$ cat src/source/fpu_misc_pkg.sv
/*
 * shared widths, operation codes, latency defaults, class bit
 * positions and special result constants for the misc FPU
 */
package fpu_misc_pkg;

	// operand and field widths of the double format
	localparam int DATA_W  = 64;
	localparam int EXP_W   = 11;
	localparam int MAN_W   = 52;
	localparam int FN_W    = 3;
	localparam int COUNT_W = 7;

	typedef enum logic [1:0]
	{
		OP_SGNJ,
		OP_CLASS,
		OP_CMP,
		OP_MINMAX
	} fpu_op_e;

	////////////////////////////////////////////////
	// function codes, carried in the rounding-mode field
	////////////////////////////////////////////////
	localparam logic [FN_W-1:0] FN_SGNJ  = 3'd0;
	localparam logic [FN_W-1:0] FN_SGNJX = 3'd1;
	localparam logic [FN_W-1:0] FN_SGNJN = 3'd2;
	localparam logic [FN_W-1:0] FN_COPY  = 3'd3;

	localparam logic [FN_W-1:0] FN_FLE = 3'd0;
	localparam logic [FN_W-1:0] FN_FLT = 3'd1;
	localparam logic [FN_W-1:0] FN_FEQ = 3'd2;

	localparam logic [FN_W-1:0] FN_MIN = 3'd0;
	localparam logic [FN_W-1:0] FN_MAX = 3'd1;

	// fclass bit positions, RISC-V order
	localparam int CLS_NEG_INF  = 0;
	localparam int CLS_NEG_NORM = 1;
	localparam int CLS_NEG_SUB  = 2;
	localparam int CLS_NEG_ZERO = 3;
	localparam int CLS_POS_ZERO = 4;
	localparam int CLS_POS_SUB  = 5;
	localparam int CLS_POS_NORM = 6;
	localparam int CLS_POS_INF  = 7;
	localparam int CLS_SNAN     = 8;
	localparam int CLS_QNAN     = 9;

	localparam logic [DATA_W-1:0] CANON_NAN      = 64'h7FF8_0000_0000_0000;
	localparam logic [DATA_W-1:0] ILLEGAL_RESULT = 64'h0000_0000_DEAD_BEEF;

	// cycles from acceptance to result, each at least 2
	localparam logic [COUNT_W-1:0] DEF_SGNJ_CYCLES   = 7'd10;
	localparam logic [COUNT_W-1:0] DEF_CLASS_CYCLES  = 7'd4;
	localparam logic [COUNT_W-1:0] DEF_CMP_CYCLES    = 7'd6;
	localparam logic [COUNT_W-1:0] DEF_MINMAX_CYCLES = 7'd6;

endpackage

$ cat src/source/fpu_req_if.sv
/*
 * captured request bundle between the sequencer and the data units
 */
interface fpu_req_if;

	// operation class and its function code
	fpu_misc_pkg::fpu_op_e          op;
	logic [fpu_misc_pkg::FN_W-1:0]  fn;

	// operands, held until the next acceptance
	logic [fpu_misc_pkg::DATA_W-1:0] opa;
	logic [fpu_misc_pkg::DATA_W-1:0] opb;

	modport seq
	(
		output op, fn, opa, opb
	);

	modport unit
	(
		input op, fn, opa, opb
	);

endinterface

$ cat src/source/fpu_op_sequencer.sv
/*
 * request handshake FSM: accept and capture, start the latency
 * timer, present the result until it is consumed
 */
module fpu_op_sequencer
(
	input  logic                            clk,
	input  logic                            rst,
	input  logic                            in_valid,
	input  fpu_misc_pkg::fpu_op_e           op,
	input  logic [fpu_misc_pkg::FN_W-1:0]   fn,
	input  logic [fpu_misc_pkg::DATA_W-1:0] opa,
	input  logic [fpu_misc_pkg::DATA_W-1:0] opb,
	output logic                            in_ready,
	fpu_req_if.seq                          req,
	output logic                            start,
	input  logic                            done,
	output logic                            capture,
	output logic                            out_valid,
	input  logic                            out_ready
);

	typedef enum logic [1:0] {IDLE, BUSY, HOLD} state_t;

	state_t state;
	logic   accept;

	assign in_ready  = (state == IDLE);
	assign accept    = in_valid && in_ready;
	assign out_valid = (state == HOLD);

	// result stage samples on the same edge that moves us to HOLD
	assign capture = (state == BUSY) && done;

	////////////////////////////////////////////////
	// state and start pulse
	////////////////////////////////////////////////
	always_ff @(posedge clk)
	begin
		if (rst)
		begin
			state <= IDLE;
			start <= 1'b0;
		end
		else
		begin
			start <= accept;
			case (state)
				IDLE:    if (accept) state <= BUSY;
				BUSY:    if (done) state <= HOLD;
				HOLD:    if (out_ready) state <= IDLE;
				default: state <= IDLE;
			endcase
		end
	end

	// request payload
	always_ff @(posedge clk)
	begin
		if (accept)
		begin
			req.op  <= op;
			req.fn  <= fn;
			req.opa <= opa;
			req.opb <= opb;
		end
	end

endmodule

$ cat src/source/fpu_latency_timer.sv
/*
 * down-counter that times the fixed latency of the captured operation
 */
module fpu_latency_timer
#(
	parameter logic [fpu_misc_pkg::COUNT_W-1:0] SGNJ_CYCLES   = fpu_misc_pkg::DEF_SGNJ_CYCLES,
	parameter logic [fpu_misc_pkg::COUNT_W-1:0] CLASS_CYCLES  = fpu_misc_pkg::DEF_CLASS_CYCLES,
	parameter logic [fpu_misc_pkg::COUNT_W-1:0] CMP_CYCLES    = fpu_misc_pkg::DEF_CMP_CYCLES,
	parameter logic [fpu_misc_pkg::COUNT_W-1:0] MINMAX_CYCLES = fpu_misc_pkg::DEF_MINMAX_CYCLES
)
(
	input  logic   clk,
	input  logic   rst,
	fpu_req_if.unit req,
	input  logic   start,
	output logic   done
);

	logic [fpu_misc_pkg::COUNT_W-1:0] load_val;
	logic [fpu_misc_pkg::COUNT_W-1:0] count;
	logic                             active;

	// two of the cycles are spent on capture and start
	always_comb
	begin
		case (req.op)
			fpu_misc_pkg::OP_SGNJ:   load_val = SGNJ_CYCLES - 7'd2;
			fpu_misc_pkg::OP_CLASS:  load_val = CLASS_CYCLES - 7'd2;
			fpu_misc_pkg::OP_CMP:    load_val = CMP_CYCLES - 7'd2;
			default:                 load_val = MINMAX_CYCLES - 7'd2;
		endcase
	end

	assign done = active && (count == '0);

	always_ff @(posedge clk)
	begin
		if (rst)
		begin
			active <= 1'b0;
			count  <= '0;
		end
		else if (start)
		begin
			active <= 1'b1;
			count  <= load_val;
		end
		else if (active)
		begin
			if (count == '0)
				active <= 1'b0;
			else
				count <= count - 7'd1;
		end
	end

endmodule

$ cat src/source/fpu_sign_inject.sv
/*
 * sign injection on the captured operands
 */
module fpu_sign_inject
(
	fpu_req_if.unit                         req,
	output logic [fpu_misc_pkg::DATA_W-1:0] sgnj_result
);

	localparam int SB = fpu_misc_pkg::DATA_W - 1;

	logic a_sign;
	logic b_sign;

	assign a_sign = req.opa[SB];
	assign b_sign = req.opb[SB];

	// magnitude always comes from operand a
	always_comb
	begin
		case (req.fn)
			fpu_misc_pkg::FN_SGNJ:
				sgnj_result = {b_sign, req.opa[SB-1:0]};
			fpu_misc_pkg::FN_SGNJX:
				sgnj_result = {a_sign ^ b_sign, req.opa[SB-1:0]};
			fpu_misc_pkg::FN_SGNJN:
				sgnj_result = {~b_sign, req.opa[SB-1:0]};
			fpu_misc_pkg::FN_COPY:
				sgnj_result = req.opa;
			default:
				sgnj_result = fpu_misc_pkg::ILLEGAL_RESULT;
		endcase
	end

endmodule

$ cat src/source/fpu_classify.sv
/*
 * ten-way fclass decode of operand a into a one-hot mask
 */
module fpu_classify
(
	fpu_req_if.unit                         req,
	output logic [fpu_misc_pkg::DATA_W-1:0] class_mask
);

	localparam int EW = fpu_misc_pkg::EXP_W;
	localparam int MW = fpu_misc_pkg::MAN_W;

	logic          sign;
	logic [EW-1:0] exponent;
	logic [MW-1:0] mantissa;
	logic          exp_max;
	logic          exp_zero;
	logic          man_zero;

	assign sign     = req.opa[EW+MW];
	assign exponent = req.opa[MW +: EW];
	assign mantissa = req.opa[MW-1:0];
	assign exp_max  = &exponent;
	assign exp_zero = (exponent == '0);
	assign man_zero = (mantissa == '0);

	always_comb
	begin
		class_mask = '0;
		if (exp_max && !man_zero)
		begin
			// top mantissa bit separates quiet from signalling
			if (mantissa[MW-1])
				class_mask[fpu_misc_pkg::CLS_QNAN] = 1'b1;
			else
				class_mask[fpu_misc_pkg::CLS_SNAN] = 1'b1;
		end
		else if (exp_max)
			class_mask[sign ? fpu_misc_pkg::CLS_NEG_INF : fpu_misc_pkg::CLS_POS_INF] = 1'b1;
		else if (exp_zero && man_zero)
			class_mask[sign ? fpu_misc_pkg::CLS_NEG_ZERO : fpu_misc_pkg::CLS_POS_ZERO] = 1'b1;
		else if (exp_zero)
			class_mask[sign ? fpu_misc_pkg::CLS_NEG_SUB : fpu_misc_pkg::CLS_POS_SUB] = 1'b1;
		else
			class_mask[sign ? fpu_misc_pkg::CLS_NEG_NORM : fpu_misc_pkg::CLS_POS_NORM] = 1'b1;
	end

endmodule

$ cat src/source/fpu_compare.sv
/*
 * IEEE ordering of the two operands, feeding fle/flt/feq and
 * fmin/fmax with NaN handling and the invalid flags
 */
module fpu_compare
(
	fpu_req_if.unit                         req,
	output logic [fpu_misc_pkg::DATA_W-1:0] cmp_result,
	output logic [fpu_misc_pkg::DATA_W-1:0] minmax_result,
	output logic                            cmp_invalid,
	output logic                            minmax_invalid
);

	localparam int DW = fpu_misc_pkg::DATA_W;
	localparam int MW = fpu_misc_pkg::MAN_W;
	localparam int EW = fpu_misc_pkg::EXP_W;

	logic          a_sign, b_sign;
	logic [DW-2:0] a_mag, b_mag;
	logic          a_nan, b_nan, a_snan, b_snan;
	logic          any_nan, any_snan, both_zero;
	logic          raw_lt, ord_lt, ord_eq, mm_lt;

	assign a_sign = req.opa[DW-1];
	assign b_sign = req.opb[DW-1];
	assign a_mag  = req.opa[DW-2:0];
	assign b_mag  = req.opb[DW-2:0];

	////////////////////////////////////////////////
	// NaN detection
	////////////////////////////////////////////////
	assign a_nan    = (&req.opa[MW +: EW]) && (req.opa[MW-1:0] != '0);
	assign b_nan    = (&req.opb[MW +: EW]) && (req.opb[MW-1:0] != '0);
	assign a_snan   = a_nan && !req.opa[MW-1];
	assign b_snan   = b_nan && !req.opb[MW-1];
	assign any_nan  = a_nan || b_nan;
	assign any_snan = a_snan || b_snan;

	assign both_zero = (a_mag == '0) && (b_mag == '0);

	// same-sign order follows the magnitude, reversed when negative
	assign raw_lt = a_sign ? (a_mag > b_mag) : (a_mag < b_mag);

	// +0 and -0 are equal for the relations
	assign ord_lt = !any_nan && ((a_sign != b_sign) ? (a_sign && !both_zero) : raw_lt);
	assign ord_eq = !any_nan && ((req.opa == req.opb) || both_zero);

	// min/max puts -0 below +0
	assign mm_lt = (a_sign != b_sign) ? a_sign : raw_lt;

	always_comb
	begin
		cmp_invalid = 1'b0;
		case (req.fn)
			fpu_misc_pkg::FN_FLE:
			begin
				cmp_result  = {{(DW-1){1'b0}}, ord_lt || ord_eq};
				cmp_invalid = any_nan;
			end
			fpu_misc_pkg::FN_FLT:
			begin
				cmp_result  = {{(DW-1){1'b0}}, ord_lt};
				cmp_invalid = any_nan;
			end
			fpu_misc_pkg::FN_FEQ:
			begin
				cmp_result  = {{(DW-1){1'b0}}, ord_eq};
				cmp_invalid = any_snan;
			end
			default:
				cmp_result = fpu_misc_pkg::ILLEGAL_RESULT;
		endcase
	end

	always_comb
	begin
		minmax_invalid = 1'b0;
		if (req.fn != fpu_misc_pkg::FN_MIN && req.fn != fpu_misc_pkg::FN_MAX)
			minmax_result = fpu_misc_pkg::ILLEGAL_RESULT;
		else
		begin
			minmax_invalid = any_snan;
			if (a_nan && b_nan)
				minmax_result = fpu_misc_pkg::CANON_NAN;
			else if (a_nan)
				minmax_result = req.opb;
			else if (b_nan)
				minmax_result = req.opa;
			else if (mm_lt == (req.fn == fpu_misc_pkg::FN_MIN))
				minmax_result = req.opa;
			else
				minmax_result = req.opb;
		end
	end

endmodule

$ cat src/source/fpu_result_stage.sv
/*
 * result selection by operation and the output holding register
 */
module fpu_result_stage
(
	input  logic                            clk,
	input  logic                            rst,
	fpu_req_if.unit                         req,
	input  logic [fpu_misc_pkg::DATA_W-1:0] sgnj_result,
	input  logic [fpu_misc_pkg::DATA_W-1:0] class_mask,
	input  logic [fpu_misc_pkg::DATA_W-1:0] cmp_result,
	input  logic [fpu_misc_pkg::DATA_W-1:0] minmax_result,
	input  logic                            cmp_invalid,
	input  logic                            minmax_invalid,
	input  logic                            capture,
	output logic [fpu_misc_pkg::DATA_W-1:0] result,
	output logic                            invalid
);

	logic [fpu_misc_pkg::DATA_W-1:0] sel_result;
	logic                            sel_invalid;

	// sign injection and classify never raise invalid
	always_comb
	begin
		sel_invalid = 1'b0;
		case (req.op)
			fpu_misc_pkg::OP_SGNJ:  sel_result = sgnj_result;
			fpu_misc_pkg::OP_CLASS: sel_result = class_mask;
			fpu_misc_pkg::OP_CMP:
			begin
				sel_result  = cmp_result;
				sel_invalid = cmp_invalid;
			end
			fpu_misc_pkg::OP_MINMAX:
			begin
				sel_result  = minmax_result;
				sel_invalid = minmax_invalid;
			end
			default: sel_result = fpu_misc_pkg::ILLEGAL_RESULT;
		endcase
	end

	always_ff @(posedge clk)
	begin
		if (rst)
		begin
			result  <= '0;
			invalid <= 1'b0;
		end
		else if (capture)
		begin
			result  <= sel_result;
			invalid <= sel_invalid;
		end
	end

endmodule

$ cat src/source/fpu_misc_top.sv
/*
 * misc double-precision FPU top: sequencer, latency timer,
 * sign injection, classify, compare and result stage
 */
module fpu_misc_top
#(
	parameter logic [fpu_misc_pkg::COUNT_W-1:0] SGNJ_CYCLES   = fpu_misc_pkg::DEF_SGNJ_CYCLES,
	parameter logic [fpu_misc_pkg::COUNT_W-1:0] CLASS_CYCLES  = fpu_misc_pkg::DEF_CLASS_CYCLES,
	parameter logic [fpu_misc_pkg::COUNT_W-1:0] CMP_CYCLES    = fpu_misc_pkg::DEF_CMP_CYCLES,
	parameter logic [fpu_misc_pkg::COUNT_W-1:0] MINMAX_CYCLES = fpu_misc_pkg::DEF_MINMAX_CYCLES
)
(
	input  logic                            clk,
	input  logic                            rst,
	input  logic                            in_valid,
	output logic                            in_ready,
	input  fpu_misc_pkg::fpu_op_e           op,
	input  logic [fpu_misc_pkg::FN_W-1:0]   fn,
	input  logic [fpu_misc_pkg::DATA_W-1:0] opa,
	input  logic [fpu_misc_pkg::DATA_W-1:0] opb,
	output logic                            out_valid,
	input  logic                            out_ready,
	output logic [fpu_misc_pkg::DATA_W-1:0] result,
	output logic                            invalid
);

	fpu_req_if req ();

	logic                            start;
	logic                            done;
	logic                            capture;
	logic [fpu_misc_pkg::DATA_W-1:0] sgnj_result;
	logic [fpu_misc_pkg::DATA_W-1:0] class_mask;
	logic [fpu_misc_pkg::DATA_W-1:0] cmp_result;
	logic [fpu_misc_pkg::DATA_W-1:0] minmax_result;
	logic                            cmp_invalid;
	logic                            minmax_invalid;

	////////////////////////////////////////////////
	// control
	////////////////////////////////////////////////
	fpu_op_sequencer u_seq
	(
		.clk, .rst, .in_valid, .op, .fn, .opa, .opb, .in_ready,
		.req(req.seq), .start, .done, .capture, .out_valid, .out_ready
	);

	fpu_latency_timer
	#(
		.SGNJ_CYCLES(SGNJ_CYCLES), .CLASS_CYCLES(CLASS_CYCLES),
		.CMP_CYCLES(CMP_CYCLES), .MINMAX_CYCLES(MINMAX_CYCLES)
	)
	u_timer (.clk, .rst, .req(req.unit), .start, .done);

	////////////////////////////////////////////////
	// data units and result
	////////////////////////////////////////////////
	fpu_sign_inject u_sgnj (.req(req.unit), .sgnj_result);

	fpu_classify u_class (.req(req.unit), .class_mask);

	fpu_compare u_cmp
	(
		.req(req.unit), .cmp_result, .minmax_result, .cmp_invalid, .minmax_invalid
	);

	fpu_result_stage u_res
	(
		.clk, .rst, .req(req.unit), .sgnj_result, .class_mask, .cmp_result,
		.minmax_result, .cmp_invalid, .minmax_invalid, .capture, .result, .invalid
	);

endmodule

$ cat config.mk
export PLATFORM = sky130hd
export DESIGN_NAME = fpu_misc_top
export DESIGN_NICKNAME = d
export VERILOG_FILES = /design/src/source/fpu_misc_pkg.sv /design/src/source/fpu_req_if.sv /design/src/source/fpu_op_sequencer.sv /design/src/source/fpu_latency_timer.sv /design/src/source/fpu_sign_inject.sv /design/src/source/fpu_classify.sv /design/src/source/fpu_compare.sv /design/src/source/fpu_result_stage.sv /design/src/source/fpu_misc_top.sv
export SDC_FILE = /design/constraint.sdc
export NUM_CORES = 1
export LEC_CHECK = 0
export BUFFER_PORTS_ARGS = -buffer_cell sky130_fd_sc_hd__buf_2
export CAP_MARGIN = 15
export CORE_ASPECT_RATIO = 1.5
export CORE_UTILIZATION = 35
export DETAILED_ROUTE_END_ITERATION = 6
export SYNTH_ARGS = -nofsm -noshare
export SYNTH_HDL_FRONTEND = slang
export SYNTH_HIERARCHICAL = 1
export SYNTH_SLANG_ARGS = --single-unit
$ cat constraint.sdc
create_clock -name clk -period 7.6 [get_ports clk]
set_input_delay 0.76 -clock clk [delete_from_list [all_inputs] [get_ports clk]]
set_output_delay 0.76 -clock clk [all_outputs]
set_load 0.01 [all_outputs]
==> metrics.csv, run 1 <==
stage,metric,value,unit
run_status,outcome,"complete, no violations",
pwr,P per Cell Area,191.2,mW/mm2
pwr,net switching power,0.0008133,W
grt,vias in the first global route,9913,
grt,first-pass GRT wire length,58620,um
pwr,Logic pwr share,15.0,%
synthesis,Post-synth ARST share,0,%
detailed_routing,final WL,38560,um
finish,"Area growth, synth to finish",11.72,%
die,Core ar.,0.03843,mm2
setup_path,CP arrival,5.35,ns
timing,Tightest Pin Transition,1.028,ns
timing,RSZ-0062 raised after global routing,no,
placement,Final HPWL DP,27690,um
grt,initial antenna violation count,0,
timing,worst rel slew slack,31.49,%
die,Ports,204,
clocking,hold_buf cts,0,
finish,share of cells above drive strength 1,27.00,%
clocking,clk buf depth,3,
timing,clk_skew,0.03231,ns
detailed_routing,post-DR wirelength/cell,20.23,um
grt,gr usage total,19.38,%
timing,maximum clock frequency,202.2,MHz
synthesis,count of different cell masters after synthesis,83,
grt,largest net degree at the start of global routing,135,
pwr,Max VDD drop,0.0001524,V
timing,min cycle time layout,4.946,ns
pwr,Flop pwr share,46.2,%
synthesis,"flops & latches, synth",209,
synthesis,mean post-synth cell area,11.01,um2
clocking,H-tree Lvls,1,
clocking,Clock Latency Late Sink,0.55,ns
setup_path,"slowest stage cell, crit path",o311ai_4,
synthesis,cell count after synthesis,1238,
timing,"Slew Viols, Final",0,
clocking,Root Driver,clkbuf_16,
timing,Sum Neg Setup Slack,0,ns
finish,Filler cells,3684,
clocking,CTS resizes,0,
clocking,Sink Count,209,
placement,I/O Buffers,203,
setup_path,CP most frequent cell,nor4_4,
placement,area of placed instances,0.01449,mm2
pwr,Switching Share,27.92,%
die,Initial Util,35.48,%
timing,# setup viols final,0,
placement,gpl congestion,0.8660,
finish,Nets,1596,
synthesis,"Warnings, synthesis",6,
setup_path,Max stage delay on crit path,0.86,ns
clocking,clk slew on worst S/H paths,0.07,ns
placement,DP Worst Slack,2.743,ns
finish,"commonest non-fill, non-tap cell in the layout",buf_2,
pwr,Clock Power Share,38.8,%
timing,Final WS setup,2.654,ns
setup_path,crit-path cells,"ha_1, nand3_1, nor4_4, nand4_2, nor4_4, a22oi_4, o311ai_4, buf_4, o32ai_1, mux4_2, mux2i_1, nor2_1",
detailed_routing,vias per cell,5.229,
grt,grt ovf,0,
timing,fin crit share,65.08,%
finish,post-route cell area,0.01523,mm2
clocking,CTS tree,built,
flow_run,Max-cap violations,0,
die,DIE AREA,0.03976,mm2
setup_path,Critical Path Source Type,flip-flop,
pwr,internal power,0.002099,W
die,Die X,163.2,um
die,height of the die,243.7,um
setup_path,Critical Path RT,8.00,ns
detailed_routing,vias post-DR,9966,
die,Rows,88,
setup_path,CP endpoint kind,flip-flop,
setup_path,critical path peak fanout,32,
clocking,total CTS buffers,23,
finish,"commonest non-fill, non-tap cells in the layout","buf_2, edfxtp_1, nor2_1, inv_1, conb_1",
clocking,postcts setup bufs,0,
synthesis,area of the mapped netlist,0.01363,mm2
pwr,power after layout,0.002913,W
synthesis,register area share after synthesis,40.45,%
detailed_routing,DRT Pass-1 Iters,6,
pwr,leakage power,6.046,nW
synthesis,Main synth FF type,edfxtp_1,
detailed_routing,DRC Markers,0,
detailed_routing,first-iteration detailed-routing DRC count,749,
finish,Antenna diodes,0,
worst_hold_path,hold crit path type,input pin to flip-flop,
timing,"Hold Violations, Final",0,
detailed_routing,Antenna Nets Post-Route,0,
synthesis,number of synthesized flops with an enable pin,133,
setup_path,critical path class,flip-flop to flip-flop,
==> cell families (layout without fill, tap and decap cells) <==
logic type	after synthesis	after routing	synth area share, %
simple gates	399	399	15.81
buf+inv	271	352	11.87
flops	209	209	40.45
compound gates	155	155	9.929
mux	135	135	15.79
fa+ha+maj	65	65	5.965
other cells	2	94	0.05508
xor+xnor	2	2	0.1285
==> sequential cells by signal (all words and copies together), names as in the netlist <==
name and cells:
u_res/invalid 1, u_res/result 64, u_seq/req.fn 3, u_seq/req.op 2, u_seq/req.opa 64, u_seq/req.opb 64, u_seq/start 1, u_seq/state 2
u_timer/active 1, u_timer/count 7
==> stage by stage <==
step                      hold slack, ns  utilization, %  std cells
after floorplan                   0.4562               -       1330
after CTS                         0.3652           39.64       1906
after global placement            0.4617           37.71       1864
after detailed placement          0.4817           37.71       1864
after global routing              0.3672           39.64       1906
final                             0.3814           39.64       1906
==> power groups by stage <==
stage | clock network, W | registers, W | logic, W
finish | 0.00113 | 0.00135 | 0.000438
global route | 0.00120 | 0.00135 | 0.000480
CTS | 0.00116 | 0.00135 | 0.000438
detailed placement | 0 | 0.00137 | 0.000436
global placement | 0 | 0.00137 | 0.000426
floorplan | 0 | 0.00134 | 0.000370
==> critical path, delay by kind of cell, from the launching register on <==
| family | cells | cell delay, ns |
|---|---|---|
| adders and majority gates | 1 | 0.35 |
| buffers and inverters | 1 | 0.59 |
| DFF | 1 | 0.50 |
| muxes | 2 | 0.64 |
| and+or+nand+nor | 5 | 1.47 |
| AOI/OAI and AO/OA | 3 | 1.23 |
==> routing by layer <==
layer	routed length (um)	global-route usage (%)	up-vias
met1	15280	23.63	4814
met3	2229	2.673	83
met2	19440	33.25	375
met5	0	0	-
met4	1618	9.208	0
li1	-	-	4694
==> worst paths after layout <==
check        cells after the start                end  slack (ns)               from
max                             12   u_res/result[21]        2.65  u_seq/req.opa[62]
min                              1  u_seq/req.opb[11]        0.38            opb[11]
max reg2reg                     12   u_res/result[21]        2.65  u_seq/req.opa[62]
min reg2reg                      2    u_res/result[5]        0.49    u_res/result[5]
==> cell type report <==
cell class / instances / area (um2) / area share (%)
tap: 495 / 619.3 / 4.066
clock inverter: 16 / 156.4 / 1.027
sequential: 209 / 5515 / 36.21
multi-input combinational: 850 / 6875 / 45.14
inverter: 94 / 352.8 / 2.316
clock buffer: 26 / 586.8 / 3.852
timing repair buffer: 216 / 1126 / 7.393
==> synth_stat cells (13+ instances only) <==
master | n | area share, %
o21ai_0 | 13 | 0.48
nor2b_1 | 40 | 1.8
buf_6 | 16 | 1.3
buf_4 | 117 | 6.4
nor2_1 | 119 | 3.3
ha_1 | 65 | 6.0
nand4_1 | 24 | 1.1
mux2i_1 | 70 | 5.1
mux4_2 | 64 | 11
or2_1 | 25 | 1.1
nand3_1 | 16 | 0.59
nand2_1 | 70 | 1.9
clkbuf_1 | 23 | 0.63
nor4_1 | 48 | 2.2
edfxtp_1 | 133 | 29
o32ai_1 | 24 | 1.5
o2bb2ai_2 | 20 | 2.2
inv_1 | 94 | 2.6
buf_2 | 18 | 0.66
dfxtp_1 | 76 | 11
a21oi_1 | 32 | 1.2
Note: power is estimated with default switching activity, not from simulation.
==> run 2: changes to the inputs <==
==> constraint.sdc (replaced) <==
create_clock -name clk -period 4.9 [get_ports clk]
set_input_delay 0.49 -clock clk [delete_from_list [all_inputs] [get_ports clk]]
set_output_delay 0.49 -clock clk [all_outputs]
set_load 0.01 [all_outputs]
==> metrics.csv, run 2 (synthesized netlist as in run 1, its figures left out) <==
stage,metric,value,unit
clocking,CTS tree,built,
clocking,hold_buf cts,0,
setup_path,critical path peak fanout,25,
setup_path,"slowest stage cell, crit path",nor4_1,
timing,# setup viols final,0,
finish,"Area growth, synth to finish",12.65,%
finish,post-route cell area,0.01536,mm2
pwr,P per Cell Area,299.1,mW/mm2
detailed_routing,vias post-DR,10060,
timing,Tightest Pin Transition,1.138,ns
detailed_routing,DRC Markers,0,
detailed_routing,post-DR wirelength/cell,20.41,um
timing,"Slew Viols, Final",0,
finish,Filler cells,3748,
timing,maximum clock frequency,227.1,MHz
placement,Final HPWL DP,28720,um
finish,Final Util,39.97,%
setup_path,Critical Path Source Type,flip-flop,
clocking,clk slew on worst S/H paths,0.07,ns
clocking,H-tree Lvls,1,
finish,"commonest non-fill, non-tap cell in the layout",buf_2,
grt,gr usage total,19.85,%
clocking,Sink Count,209,
pwr,Max VDD drop,0.0002803,V
die,Ports,204,
grt,largest net degree at the start of global routing,135,
placement,I/O Buffers,203,
clocking,CTS resizes,0,
detailed_routing,DRT Pass-1 Iters,5,
timing,"Hold Violations, Final",0,
setup_path,CP arrival,4.81,ns
clocking,postcts setup bufs,0,
timing,min cycle time layout,4.404,ns
placement,gpl congestion,0.9239,
clocking,total CTS buffers,22,
timing,worst rel slew slack,23.83,%
timing,clk_skew,0.01407,ns
grt,first-pass GRT wire length,59890,um
flow_run,Max-cap violations,0,
setup_path,CP Buf/Inv Count,0,
pwr,leakage power,6.126,nW
setup_path,Worst path top cell family by delay,compound AO/OA/AOI/OAI gates,
detailed_routing,Antenna Nets Post-Route,0,
clocking,Clock Latency Late Sink,0.53,ns
detailed_routing,vias per cell,5.248,
setup_path,critical path class,flip-flop to flip-flop,
placement,placed cells,1874,
setup_path,CP endpoint kind,flip-flop,
placement,area of placed instances,0.01459,mm2
clocking,clk buf depth,3,
finish,"commonest non-fill, non-tap cells in the layout","buf_2, edfxtp_1, nor2_1, inv_1, conb_1",
timing,Final WS setup,0.4957,ns
die,height of the die,243.7,um
worst_hold_path,hold crit path type,input pin to flip-flop,
grt,vias in the first global route,10020,
die,Core ar.,0.03843,mm2
finish,biggest regs,"u_res/result: 64 flops, u_seq/req.opa: 64 flops, u_seq/req.opb: 64 flops",
finish,Finished Layout Cells,1916,
clocking,Root Driver,clkbuf_16,
timing,Sum Neg Setup Slack,0,ns
die,Initial Util,35.48,%
grt,initial antenna violation count,2,
die,Die X,163.2,um
setup_path,Max stage delay on crit path,0.59,ns
die,Rows,88,
timing,RSZ-0062 raised after global routing,no,
detailed_routing,first-iteration detailed-routing DRC count,680,
timing,fin crit share,89.88,%
grt,grt ovf,0,
setup_path,Critical Path RT,5.31,ns
run_status,outcome,"complete, no violations",
finish,Nets,1605,
die,DIE AREA,0.03976,mm2
setup_path,crit-path cells,"ha_1, nand4_1, nor4_1, nand4_2, a21oi_2, nor3b_2, a22oi_4, o21ai_2, a41o_2, o32a_1, mux4_2, mux2i_1, nor2_1",
placement,DP Worst Slack,0.5560,ns
detailed_routing,final WL,39100,um
finish,share of cells above drive strength 1,27.06,%
[run 2: changes by cell type in the layout (fill, tap and decap cells not counted)]
cell	change
buf_12	+2
buf_4	+8
bufinv_16	+2
clkbuf_1	+1
clkbuf_8	+1
clkinv_1	+4
clkinv_2	-3
clkinvlp_4	-5
diode_2	+2
inv_6	-2
[run 2: worst register-to-register path, delay by kind of cell, from the launching register on]
| kind | cells | cell delay [ns] |
|---|---|---|
| muxes | 2 | 0.62 |
| and+or+nand+nor | 5 | 1.13 |
| DFF | 1 | 0.48 |
| AOI/OAI and AO/OA | 5 | 1.68 |
| adders and majority gates | 1 | 0.36 |
[run 2: per-layer routing]
layer  GRT usage, %  share of wire (%)  vias to the layer above
met5              0                  0                        -
met4          9.923                4.6                        0
met3          2.588                5.2                       86
met2          34.32                 51                      342
met1          23.88                 39                     4922
li1               -                  -                     4706
[run 2: final timing paths]
| path | startpoint | endpoint | slack [ns] | cells after the start |
|---|---|---|---|---|
| worst max-delay path | u_seq/req.opa[26] | u_res/result[51] | 0.50 | 13 |
| worst min register to register | u_res/invalid | u_res/invalid | 0.47 | 2 |
| worst max register to register | u_seq/req.opa[26] | u_res/result[51] | 0.50 | 13 |
| worst min-delay path | opb[0] | u_seq/req.opb[0] | 0.13 | 1 |
[run 2: layout make-up]
cell class | count | area [um2] | area share [%]
clock inverter | 12 | 161.4 | 1.051
clock buffer | 28 | 604.3 | 3.935
tap | 495 | 619.3 | 4.032
antenna | 2 | 5.005 | 0.03258
sequential | 209 | 5515 | 35.91
multi-input combinational | 850 | 6875 | 44.76
inverter | 94 | 352.8 | 2.297
timing repair buffer | 226 | 1226 | 7.983
[run 2: metrics by stage]
step	hold slack (ns)	power [W]
final	0.1291	0.004593
after global routing	0.1145	0.004776
after CTS	0.1081	0.004637
after detailed placement	0.4592	0.002823
after global placement	0.4575	0.002808
after floorplan	0.4562	0.002648
[run 2: report_power, final]
group	switching, W	total [W]	internal (W)
clock network	0.000722	0.00181	0.00108
logic	0.000386	0.000705	0.000319
registers	0.000114	0.00208	0.00197
total	0.00122	0.00459	0.00337
